<file path="src/design/p2a_pkg.sv">
// p2a translation package holding the BAR count, widths, config field codes and the shared structs
`default_nettype none

package p2a_pkg;

  // six memory BARs plus the expansion ROM BAR
  parameter int NUM_BARS = 7;

  // PCIe and Avalon addresses are both 32 bits wide
  parameter int ADDR_W = 32;

  // request tag carried alongside the address to the output
  parameter int TAG_W = 8;

  // wide enough to index every BAR unit
  parameter int BAR_IDX_W = 3;

  // the low mask bits hold BAR flags and never take part in a match
  parameter int MASK_LSB = 4;

  // selects which register of a BAR a configuration write lands in
  typedef enum logic [1:0] {
    CFG_MASK = 2'd0,
    CFG_BASE = 2'd1,
    CFG_AVL  = 2'd2
  } cfg_field_e;

  // inbound request whose valid is a single-cycle strobe
  typedef struct packed {
    logic              valid;
    logic [TAG_W-1:0]  tag;
    logic [ADDR_W-1:0] addr;
  } p2a_req_t;

  // per-BAR view that the translator needs
  // mask bits 31 down to 4 mark the translated part of the address
  typedef struct packed {
    logic [ADDR_W-1:0] mask;
    logic [ADDR_W-1:0] avl;
  } bar_cfg_t;

  // translated result leaving the block
  // on a miss the address and the hit index are both zero
  typedef struct packed {
    logic                 valid;
    logic [TAG_W-1:0]     tag;
    logic [ADDR_W-1:0]    avl_addr;
    logic                 miss;
    logic [BAR_IDX_W-1:0] hit_idx;
  } p2a_xlat_t;

endpackage

`default_nettype wire

</file>
<file path="src/design/p2a_req_capture.sv">
// p2a request capture registers inbound requests and turns config writes into per-BAR strobes
`timescale 1ns/1ps
`default_nettype none

module p2a_req_capture #(
  parameter int NUM_BARS = p2a_pkg::NUM_BARS
) (
  input  logic                           clk_i,
  input  logic                           rst_n_i,
  input  p2a_pkg::p2a_req_t              req_i,
  input  logic                           cfg_we_i,
  input  logic [p2a_pkg::BAR_IDX_W-1:0]  cfg_bar_i,
  input  p2a_pkg::cfg_field_e            cfg_field_i,
  input  logic [p2a_pkg::ADDR_W-1:0]     cfg_data_i,
  output p2a_pkg::p2a_req_t              req_o,
  output logic [NUM_BARS-1:0]            cfg_we_o,
  output p2a_pkg::cfg_field_e            cfg_field_o,
  output logic [p2a_pkg::ADDR_W-1:0]     cfg_data_o
);

  import p2a_pkg::*;

  logic                req_vld_q;
  logic [TAG_W-1:0]    req_tag_q;
  logic [ADDR_W-1:0]   req_addr_q;
  logic [NUM_BARS-1:0] we_dec;
  logic [NUM_BARS-1:0] we_q;
  cfg_field_e          field_q;
  logic [ADDR_W-1:0]   data_q;

  // decode the BAR index into a one-hot strobe
  // an index past the last BAR matches no slot and so writes nothing
  always_comb
  begin
    we_dec = '0;
    for (int i = 0; i < NUM_BARS; i++)
    begin
      we_dec[i] = cfg_we_i && (cfg_bar_i == BAR_IDX_W'(i));
    end
  end

  // request valid and the decoded write strobes are registered every cycle
  always_ff @(posedge clk_i or negedge rst_n_i)
  begin
    if (!rst_n_i)
    begin
      req_vld_q <= 1'b0;
      we_q      <= '0;
    end
    else
    begin
      req_vld_q <= req_i.valid;
      we_q      <= we_dec;
    end
  end

  // tag and address are sampled on every edge and only mean something while valid is set
  always_ff @(posedge clk_i)
  begin
    req_tag_q  <= req_i.tag;
    req_addr_q <= req_i.addr;
    // config payload only moves on a write so the units see a stable word
    if (cfg_we_i)
    begin
      field_q <= cfg_field_i;
      data_q  <= cfg_data_i;
    end
  end

  assign req_o.valid = req_vld_q;
  assign req_o.tag   = req_tag_q;
  assign req_o.addr  = req_addr_q;
  assign cfg_we_o    = we_q;
  assign cfg_field_o = field_q;
  assign cfg_data_o  = data_q;

  // a write aimed past the last BAR would silently disappear
  a_cfg_bar_range : assert property (@(posedge clk_i) disable iff (!rst_n_i)
    cfg_we_i |-> (int'(cfg_bar_i) < NUM_BARS));

endmodule

`default_nettype wire

</file>
<file path="src/design/p2a_bar_unit.sv">
// p2a BAR unit holds one window's mask, base and Avalon entry and registers its hit flag
`timescale 1ns/1ps
`default_nettype none

module p2a_bar_unit (
  input  logic                       clk_i,
  input  logic                       rst_n_i,
  input  p2a_pkg::p2a_req_t          req_i,
  input  logic                       cfg_we_i,
  input  p2a_pkg::cfg_field_e        cfg_field_i,
  input  logic [p2a_pkg::ADDR_W-1:0] cfg_data_i,
  output logic                       hit_o,
  output p2a_pkg::p2a_req_t          req_o,
  output p2a_pkg::bar_cfg_t          bar_cfg_o
);

  import p2a_pkg::*;

  logic [ADDR_W-1:0] mask_q;
  logic [ADDR_W-1:0] base_q;
  logic [ADDR_W-1:0] avl_q;
  logic [ADDR_W-1:0] mask_eff;
  logic [ADDR_W-1:0] mask_inv;
  logic              match;
  logic              hit_q;
  logic              req_vld_q;
  logic [TAG_W-1:0]  req_tag_q;
  logic [ADDR_W-1:0] req_addr_q;

  // flag bits below MASK_LSB are dropped before any compare
  assign mask_eff = {mask_q[ADDR_W-1:MASK_LSB], {MASK_LSB{1'b0}}};
  assign mask_inv = ~mask_eff;

  // the window is open only with a nonzero mask
  // inside it the address and the base agree on every masked bit
  assign match = (|mask_eff) && (((req_i.addr ^ base_q) & mask_eff) == '0);

  // all three BAR words come up cleared so the window starts closed
  always_ff @(posedge clk_i or negedge rst_n_i)
  begin
    if (!rst_n_i)
    begin
      mask_q <= '0;
      base_q <= '0;
      avl_q  <= '0;
    end
    else if (cfg_we_i)
    begin
      case (cfg_field_i)
        CFG_MASK: mask_q <= cfg_data_i;
        CFG_BASE: base_q <= cfg_data_i;
        CFG_AVL:  avl_q  <= cfg_data_i;
        default:  ;
      endcase
    end
  end

  // hit is registered together with the request valid it belongs to
  always_ff @(posedge clk_i or negedge rst_n_i)
  begin
    if (!rst_n_i)
    begin
      hit_q     <= 1'b0;
      req_vld_q <= 1'b0;
    end
    else
    begin
      hit_q     <= req_i.valid && match;
      req_vld_q <= req_i.valid;
    end
  end

  // tag and address ride along one stage so they line up with hit_o
  always_ff @(posedge clk_i)
  begin
    req_tag_q  <= req_i.tag;
    req_addr_q <= req_i.addr;
  end

  assign hit_o          = hit_q;
  assign req_o.valid    = req_vld_q;
  assign req_o.tag      = req_tag_q;
  assign req_o.addr     = req_addr_q;
  assign bar_cfg_o.mask = mask_q;
  assign bar_cfg_o.avl  = avl_q;

  // a legal window is a power-of-two size, so its mask is ones from bit 31 down
  // then the inverted mask plus one carries into a single clear bit
  a_mask_contig : assert property (@(posedge clk_i) disable iff (!rst_n_i)
    (mask_inv & (mask_inv + 1'b1)) == '0);

endmodule

`default_nettype wire

</file>
<file path="src/design/p2a_addrtrans.sv">
// p2a address translator picks the hit BAR's entry and merges it with the PCIe address
`timescale 1ns/1ps
`default_nettype none

module p2a_addrtrans #(
  parameter int NUM_BARS = p2a_pkg::NUM_BARS
) (
  input  logic                  clk_i,
  input  logic                  rst_n_i,
  input  logic [NUM_BARS-1:0]   hit_i,
  input  p2a_pkg::p2a_req_t     req_i,
  input  p2a_pkg::bar_cfg_t     bar_cfg_i [NUM_BARS],
  output p2a_pkg::p2a_xlat_t    xlat_o
);

  import p2a_pkg::*;

  logic [ADDR_W-1:0]    mask_sel;
  logic [ADDR_W-1:0]    avl_sel;
  logic [BAR_IDX_W-1:0] idx_sel;
  logic [ADDR_W-1:0]    mask_eff;
  logic [ADDR_W-1:0]    merged;
  logic                 one_hot;
  logic                 xlat_vld_q;
  logic                 miss_q;
  logic [TAG_W-1:0]     tag_q;
  logic [ADDR_W-1:0]    addr_q;
  logic [BAR_IDX_W-1:0] idx_q;

  // and-or mux over the hit vector
  // with exactly one bit set this is the plain selection of that BAR
  always_comb
  begin
    mask_sel = '0;
    avl_sel  = '0;
    idx_sel  = '0;
    for (int i = 0; i < NUM_BARS; i++)
    begin
      if (hit_i[i])
      begin
        mask_sel = mask_sel | bar_cfg_i[i].mask;
        avl_sel  = avl_sel | bar_cfg_i[i].avl;
        idx_sel  = idx_sel | BAR_IDX_W'(i);
      end
    end
  end

  // clearing the lowest set bit leaves nothing only for a single hit
  assign one_hot = (hit_i != '0) && ((hit_i & (hit_i - 1'b1)) == '0);

  // BAR flag bits are forced to zero so the low nibble always passes through
  assign mask_eff = {mask_sel[ADDR_W-1:MASK_LSB], {MASK_LSB{1'b0}}};

  // high bits come from the table entry, low bits from the PCIe address
  assign merged = (req_i.addr & ~mask_eff) | (avl_sel & mask_eff);

  always_ff @(posedge clk_i or negedge rst_n_i)
  begin
    if (!rst_n_i)
    begin
      xlat_vld_q <= 1'b0;
      miss_q     <= 1'b0;
    end
    else
    begin
      xlat_vld_q <= req_i.valid;
      // no hit or an overlap of windows both count as a miss
      miss_q     <= req_i.valid && !one_hot;
    end
  end

  // the result payload is zeroed on a miss so a stale entry never leaks out
  always_ff @(posedge clk_i)
  begin
    tag_q  <= req_i.tag;
    addr_q <= one_hot ? merged : '0;
    idx_q  <= one_hot ? idx_sel : '0;
  end

  assign xlat_o.valid    = xlat_vld_q;
  assign xlat_o.tag      = tag_q;
  assign xlat_o.avl_addr = addr_q;
  assign xlat_o.miss     = miss_q;
  assign xlat_o.hit_idx  = idx_q;

  // a double hit from the BAR units can only come with a valid request
  // and it has to leave next cycle as a miss
  a_overlap_miss : assert property (@(posedge clk_i) disable iff (!rst_n_i)
    ($countones(hit_i) > 1) |=> (xlat_o.valid && xlat_o.miss));

endmodule

`default_nettype wire

</file>
<file path="src/design/p2a_xlat_top.sv">
// p2a translation top wires the capture stage to one unit per BAR and to the address translator
`timescale 1ns/1ps
`default_nettype none

module p2a_xlat_top #(
  parameter int NUM_BARS = p2a_pkg::NUM_BARS
) (
  input  logic                           clk_i,
  input  logic                           rst_n_i,
  input  p2a_pkg::p2a_req_t              req_i,
  input  logic                           cfg_we_i,
  input  logic [p2a_pkg::BAR_IDX_W-1:0]  cfg_bar_i,
  input  p2a_pkg::cfg_field_e            cfg_field_i,
  input  logic [p2a_pkg::ADDR_W-1:0]     cfg_data_i,
  output p2a_pkg::p2a_xlat_t             xlat_o
);

  import p2a_pkg::*;

  // capture stage outputs
  p2a_req_t            cap_req;
  logic [NUM_BARS-1:0] cap_we;
  cfg_field_e          cap_field;
  logic [ADDR_W-1:0]   cap_data;

  // BAR stage outputs, one slot per unit
  logic [NUM_BARS-1:0] bar_hit;
  p2a_req_t            bar_req [NUM_BARS];
  bar_cfg_t            bar_cfg [NUM_BARS];

  p2a_req_capture #(
    .NUM_BARS (NUM_BARS)
  ) p2a_req_capture_inst (
    .clk_i       (clk_i),
    .rst_n_i     (rst_n_i),
    .req_i       (req_i),
    .cfg_we_i    (cfg_we_i),
    .cfg_bar_i   (cfg_bar_i),
    .cfg_field_i (cfg_field_i),
    .cfg_data_i  (cfg_data_i),
    .req_o       (cap_req),
    .cfg_we_o    (cap_we),
    .cfg_field_o (cap_field),
    .cfg_data_o  (cap_data)
  );

  // every unit sees the same request and config word but only its own strobe
  for (genvar i = 0; i < NUM_BARS; i++)
  begin : g_bar
    p2a_bar_unit p2a_bar_unit_inst (
      .clk_i       (clk_i),
      .rst_n_i     (rst_n_i),
      .req_i       (cap_req),
      .cfg_we_i    (cap_we[i]),
      .cfg_field_i (cap_field),
      .cfg_data_i  (cap_data),
      .hit_o       (bar_hit[i]),
      .req_o       (bar_req[i]),
      .bar_cfg_o   (bar_cfg[i])
    );
  end

  // unit 0 supplies the tag and address that travel with the hit vector
  p2a_addrtrans #(
    .NUM_BARS (NUM_BARS)
  ) p2a_addrtrans_inst (
    .clk_i     (clk_i),
    .rst_n_i   (rst_n_i),
    .hit_i     (bar_hit),
    .req_i     (bar_req[0]),
    .bar_cfg_i (bar_cfg),
    .xlat_o    (xlat_o)
  );

endmodule

`default_nettype wire

</file>
<file path="config.mk">
export PLATFORM = sky130hd
export DESIGN_NAME = p2a_xlat_top
export DESIGN_NICKNAME = d
export VERILOG_FILES = /design/src/design/p2a_pkg.sv /design/src/design/p2a_req_capture.sv /design/src/design/p2a_bar_unit.sv /design/src/design/p2a_addrtrans.sv /design/src/design/p2a_xlat_top.sv
export SDC_FILE = /design/constraint.sdc
export NUM_CORES = 1
export LEC_CHECK = 0
export BUFFER_PORTS_ARGS = -buffer_cell sky130_fd_sc_hd__buf_4
export CAP_MARGIN = 30
export CORE_ASPECT_RATIO = 0.75
export CORE_MARGIN = 2
export CORE_UTILIZATION = 55
export DETAILED_ROUTE_END_ITERATION = 10
export GPL_ROUTABILITY_DRIVEN = 1
export MAX_ROUTING_LAYER = met4
export PLACE_DENSITY = 0.78
export SYNTH_ARGS = -nofsm -noshare
export SYNTH_HDL_FRONTEND = slang
export SYNTH_SLANG_ARGS = --single-unit
</file>
<file path="constraint.sdc">
create_clock -name clk_i -period 2.02 [get_ports clk_i]
set_clock_uncertainty 0.1 [all_clocks]
set_input_delay 0.101 -clock clk_i [delete_from_list [all_inputs] [get_ports clk_i]]
set_output_delay 0.101 -clock clk_i [all_outputs]
set_load 0.05 [all_outputs]
</file>
-- After elaboration in Yosys (flattened, before gate mapping)
Index checks and enable logic that the tools add are counted.
- output and inout port bits: 45
- register bits after elaboration: 847
- word-level logic and storage cells: 165
- reductions and logical operators: 63
- equal/unequal tests: 8
- multiplexer cells: 20
- bitwise logic cells: 31
- $add $sub $neg: 1
- operators with widths (kind ; number):
    $mux 32 ; 14
    $or 32x32->32 ; 13
    $and 32x32->32 ; 9
    $logic_not 32->1 ; 7
    $xor 32x32->32 ; 7
    $reduce_or 28->1 ; 7
    $reduce_and 2->1 ; 21
    $not 32->32 ; 1
    $logic_and 1x1->1 ; 23
    $eq 3x3->1 const B ; 3
    $mux 3 ; 3
    $and 7x7->7 ; 1
    $logic_not 7->1 ; 1
    $reduce_bool 7->1 ; 1
    $sub 7x1->7 const B ; 1
    $eq 3x2->1 const B ; 2
    $mux 2 ; 2
    $eq 3x1->1 const B ; 1
    $logic_not 3->1 ; 1
    $eq 2x1->1 const B ; 1
    $eq 2x2->1 const B ; 1
    $logic_not 2->1 ; 1
    $logic_not 1->1 ; 1
    $mux 1 ; 1

-- Depth between registers and ports, before layout
- depth in word-level cells: 16
- depth in mapped cells: 7
- mapped depth without buffers: 5

-- Modules after synthesis
From an unflattened synthesis, not the netlist that was laid out.
- cell total of the unflattened synthesis: 2568
- area, all modules: 39145.0 um^2
- by module, submodules not included (module ; area each (um^2) ; cells each ; times used):
    p2a_bar_unit ; 4764.6 ; 295 ; 7
    p2a_addrtrans ; 3677.3 ; 413 ; 1
    p2a_req_capture ; 2115.8 ; 90 ; 1

-- Worst setup path before layout
OpenSTA, ideal clock, no wires.
- path kind: register to register
- start: register p2a_req_capture_inst.field_q[0], in the netlist p2a_req_capture_inst.cfg_field_o[0]
- end: register g_bar[0].p2a_bar_unit_inst.base_q[11]
- path slack: 394 ps
- path buffers: 2
- period minus slack after synthesis: 1626 ps
- cell stages (with the launch flop): 6
- arrival: 1401 ps
- cell sequence: edfxtp_1 -> nor2b_1 -> buf_4 -> nand2_2 -> buf_2 -> mux2_2
- word-level cells in the longest chain between the ends: 2
- RTL lines (what ; RTL line ; source):
    start, declared ; p2a_req_capture.sv:28 ; cfg_field_e field_q;
    start signal, assigned ; p2a_req_capture.sv:65 ; field_q <= cfg_field_i;
    $eq 2x1->1 ; p2a_bar_unit.sv:49 ; case (cfg_field_i)
    $reduce_and 2->1 (no source line) ; -- ;
    end signal, assigned ; p2a_bar_unit.sv:51 ; CFG_BASE: base_q <= cfg_data_i;
    end, declared ; p2a_bar_unit.sv:20 ; logic [ADDR_W-1:0] base_q;
No other way between the ends.
A chain may end at the register's enable or synchronous reset.

-- Worst setup path in the final report
- start: register g_bar[5].p2a_bar_unit_inst.hit_q
- end: register p2a_addrtrans_inst.addr_q[10]
- word-level cells in the longest chain between the ends: 6
- RTL lines (what ; RTL line ; source):
    start, declared ; p2a_bar_unit.sv:25 ; logic hit_q;
    start signal, assigned ; p2a_bar_unit.sv:68 ; hit_q <= req_i.valid && match;
    parallel branches: the longest is 6 deep, another holds $sub 7x1->7 ; -- ;
    end signal, assigned ; p2a_addrtrans.sv:76 ; addr_q <= one_hot ? merged : '0;
    end, declared ; p2a_addrtrans.sv:27 ; logic [ADDR_W-1:0] addr_q;
Several ways; the timed one is not identified.

==> impl_metrics.toml <==
[status]
violations = "negative setup slack"
status = "complete, but fails checks"

[die]
rows = 76
initial_utilization_pct = 55.5
die_area_mm2 = 0.0598
die_x_um = 282
die_y_um = 212
coreArea_mm2 = 0.0573
num_io_pins = 126

[global_routing]
grt_max_degree = 121
overflow = 0
antenna_found_initial = 5
grtUsageTotal_pct = 39.5
grt_pass1_vias = 22600
grt_pass1_wl_um = 161000

[critical_path]
crit_path_end_kind = "flip-flop"
start_kind = "flip-flop"
worst_ep_required_time_ps = 2440
crit_fanout = 29
worstPathArrival_ps = 2460
path_class = "flip-flop to flip-flop"

[clock_network]
clkTransAtPathRegs_ps = 60
cts_tree = "built"
htree_num_levels = 3
clkSinkCount = 759
cts-root-buf = "clkbuf_16"
clkLatencyLatePin_ps = 630
cts_buffer_depth = 3
cts_buffers = 75

[synthesis]
syn_nets = 2345
ys_types = 31
synth_flop_cell = "dfrtp_1"
syn_inst = 2264
seq_area_frac_synth_pct = 58.2
synth_edf_count = 30
yosys_warnings = 0
synth_area_leader_cell = "dfrtp_1"
async_flop_share_pct = 79.8
ys_ff_latch = 759
netlist_area_mm2 = 0.0318
yosys-top-cells-area = "dfrtp_1 48%, mux2_2 21%, dfxtp_1 7.7%, xor2_1 5.4%, a22oi_1 3.8%"
avgSynthCellArea_um2 = 14.1
yosysTopAreaCellShare_pct = 47.6

[placed_design]
gp_congestion = 1.05
port_buffers = 121
dp_hpwl_um = 76600
place_inst = 3182

[flow_run]
drv_cap = 0

[sta]
slew_headroom_pct = 32.3
tightestPinTransition_ps = 1020
hold_viol = 0
finalCritPeriodShare_pct = 101
setup_violations = 2
slew_viol_final = 0
fmax_mhz = 489
rsz0062_at_grt = "true"
fin_crit_ps = 2040
setup_slack_ps = -23.9

[finish]
nFillCells = 4039
final_util_pct = 67.4
final_layout_size_suffix_gt1_share_pct = 42.6
area_growth_pct = 21.4
multi_input_area_mm2 = 0.0124
final_nets = 2657
final_cells = 3425
seqCellArea_mm2 = 0.0185
final_cell_mix = "599 x dfrtp_1, 588 x mux2_2, 272 x buf_4"
layout_commonest_cell = "dfrtp_1"

[route]
drc = 0
wl_um = 113000
drt_iter0_drc = 2948
drt-wirelength-per-cell_um = 33.1
antenna_left = 0
vias = 22500
drt_pass1_iterations = 7
via_per_inst = 6.57

[pwr]
peakVddDrop_mv = 0.905
power_leakage_nw = 17.4
power.density_mw_per_mm2 = 1200
combPwrFrac_pct = 21.8
pwr-share-seq_pct = 46.9
intPower_mw = 31.6
fin_total_pwr_mw = 46.3
power_frac_clock_pct = 31.3
switching_share_pct = 31.7
p_sw_mw = 14.7

[worst_hold_path]
hp-class = "primary input to asynchronous set/reset pin"
[per-layer routing]
layer	share of wire, %	wire, um	up-vias	track usage [%]
li1	-	-	9044	-
met3	12	13500	273	11.8
met2	43	48500	1393	55.2
met1	41	46800	11800	54.9
met5	0	0	-	-
met4	3.8	4350	0	14.0
[power groups by stage]
stage | sequential [mW] | clock, mW | combinational (mW)
final | 21.7 | 14.5 | 10.1
after global routing | 22.0 | 15.2 | 10.5
after detailed placement | 21.8 | 0 | 9.54
after global placement | 21.6 | 0 | 9.31
after floorplan | 20.8 | 0 | 5.20
after CTS | 21.6 | 14.6 | 9.78
[state kept, by name, indices dropped and copies added, names as in the netlist]
register,cells
p2a_addrtrans_inst.idx_q,3
p2a_req_capture_inst.req_addr_q,32
p2a_addrtrans_inst.tag_q,8
g_bar.p2a_bar_unit_inst.avl_q,196
g_bar.p2a_bar_unit_inst.req_vld_q,1
g_bar.p2a_bar_unit_inst.hit_o,7
g_bar.p2a_bar_unit_inst.req_addr_q,32
p2a_req_capture_inst.req_tag_q,8
p2a_req_capture_inst.req_vld_q,1
g_bar.p2a_bar_unit_inst.base_q,196
p2a_req_capture_inst.cfg_data_o,28
p2a_addrtrans_inst.miss_q,1
g_bar.p2a_bar_unit_inst.req_tag_q,8
p2a_addrtrans_inst.xlat_vld_q,1
p2a_req_capture_inst.cfg_we_o,7
p2a_req_capture_inst.cfg_field_o,2
g_bar.p2a_bar_unit_inst.mask_q,196
p2a_addrtrans_inst.addr_q,32
[synth_stat cells, types with 7 or more instances]
cell	n
a22o_1	17
xor2_1	198
buf_6	11
clkbuf_1	81
a221oi_2	11
buf_2	66
dfxtp_1	123
nand2_1	10
and2_1	8
nor2_1	36
dfrtp_1	606
buf_4	29
o211ai_1	8
mux2_2	588
nand4_1	46
nor3b_2	28
nor4_2	7
nand3_1	45
a22oi_1	162
a222oi_1	63
edfxtp_1	30
nand2_2	14
nor4_1	50
[path summary, 6_finish.rpt]
check,slack (ps),start,to,cells after the start
min,4,rst_n_i,g_bar[0].p2a_bar_unit_inst.base_q[7],3
max,-20,g_bar[5].p2a_bar_unit_inst.hit_o,p2a_addrtrans_inst.addr_q[10],5
min in group clk_i,20,req_i[26],p2a_req_capture_inst.req_addr_q[26],2
max reg2reg,-20,g_bar[5].p2a_bar_unit_inst.hit_o,p2a_addrtrans_inst.addr_q[10],5
max in group asynchronous,410,rst_n_i,g_bar[2].p2a_bar_unit_inst.hit_o,3
min reg2reg,230,p2a_req_capture_inst.req_addr_q[0],g_bar[0].p2a_bar_unit_inst.req_addr_q[0],0
[through the flow]
stage | setup slack (ps) | hold slack [ps] | area (um^2) | setup TNS (ps)
2_1_floorplan | 394 | -295 | 31800 | 0
4_1_cts | 18.3 | 1.03 | 38500 | 0
5_1_grt | -20.1 | 16.9 | 38700 | -36.9
3_5_place_dp | -52.7 | -112 | 35000 | -95.1
3_3_place_gp | -41.2 | -110 | 35000 | -69.3
6_report | -23.9 | 3.90 | 38700 | -28.9
[logic make-up after synthesis]
kind of cell / share of synthesized area (%)
muxes: 20.8
and+or+nand+nor: 5.22
xor gates and xnor gates: 5.45
DFF: 58.2
buffers and inverters: 3.08
AOI/OAI and AO/OA: 7.26
[cell type report]
| type | instances | area share, % |
|---|---|---|
| inverter | 1 | 0.00971 |
| sequential | 759 | 48.0 |
| timing repair buffer | 422 | 10.7 |
| multi-input combinational | 1317 | 32.1 |
| tap | 780 | 2.52 |
| clock inverter | 25 | 0.796 |
| clock buffer | 115 | 5.79 |
| antenna | 6 | 0.0388 |
[worst max-delay path, cell delays in order (launching register included)]
cell and delay [ps]:
dfrtp_4 570, buf_12 230, a222oi_1 480, nand3_1 280, nor2_1 190, nor3b_2 60
[timing repair]
action	in CTS	in global routing
pin swaps	0	10
hold buffers	88	0
endpoints found under the setup margin	4	277
setup buffers	3	6
hold endpoints to repair	701	0
resized for setup	4	16
cloned	0	0
Note: power is estimated with default switching activity, not from simulation.
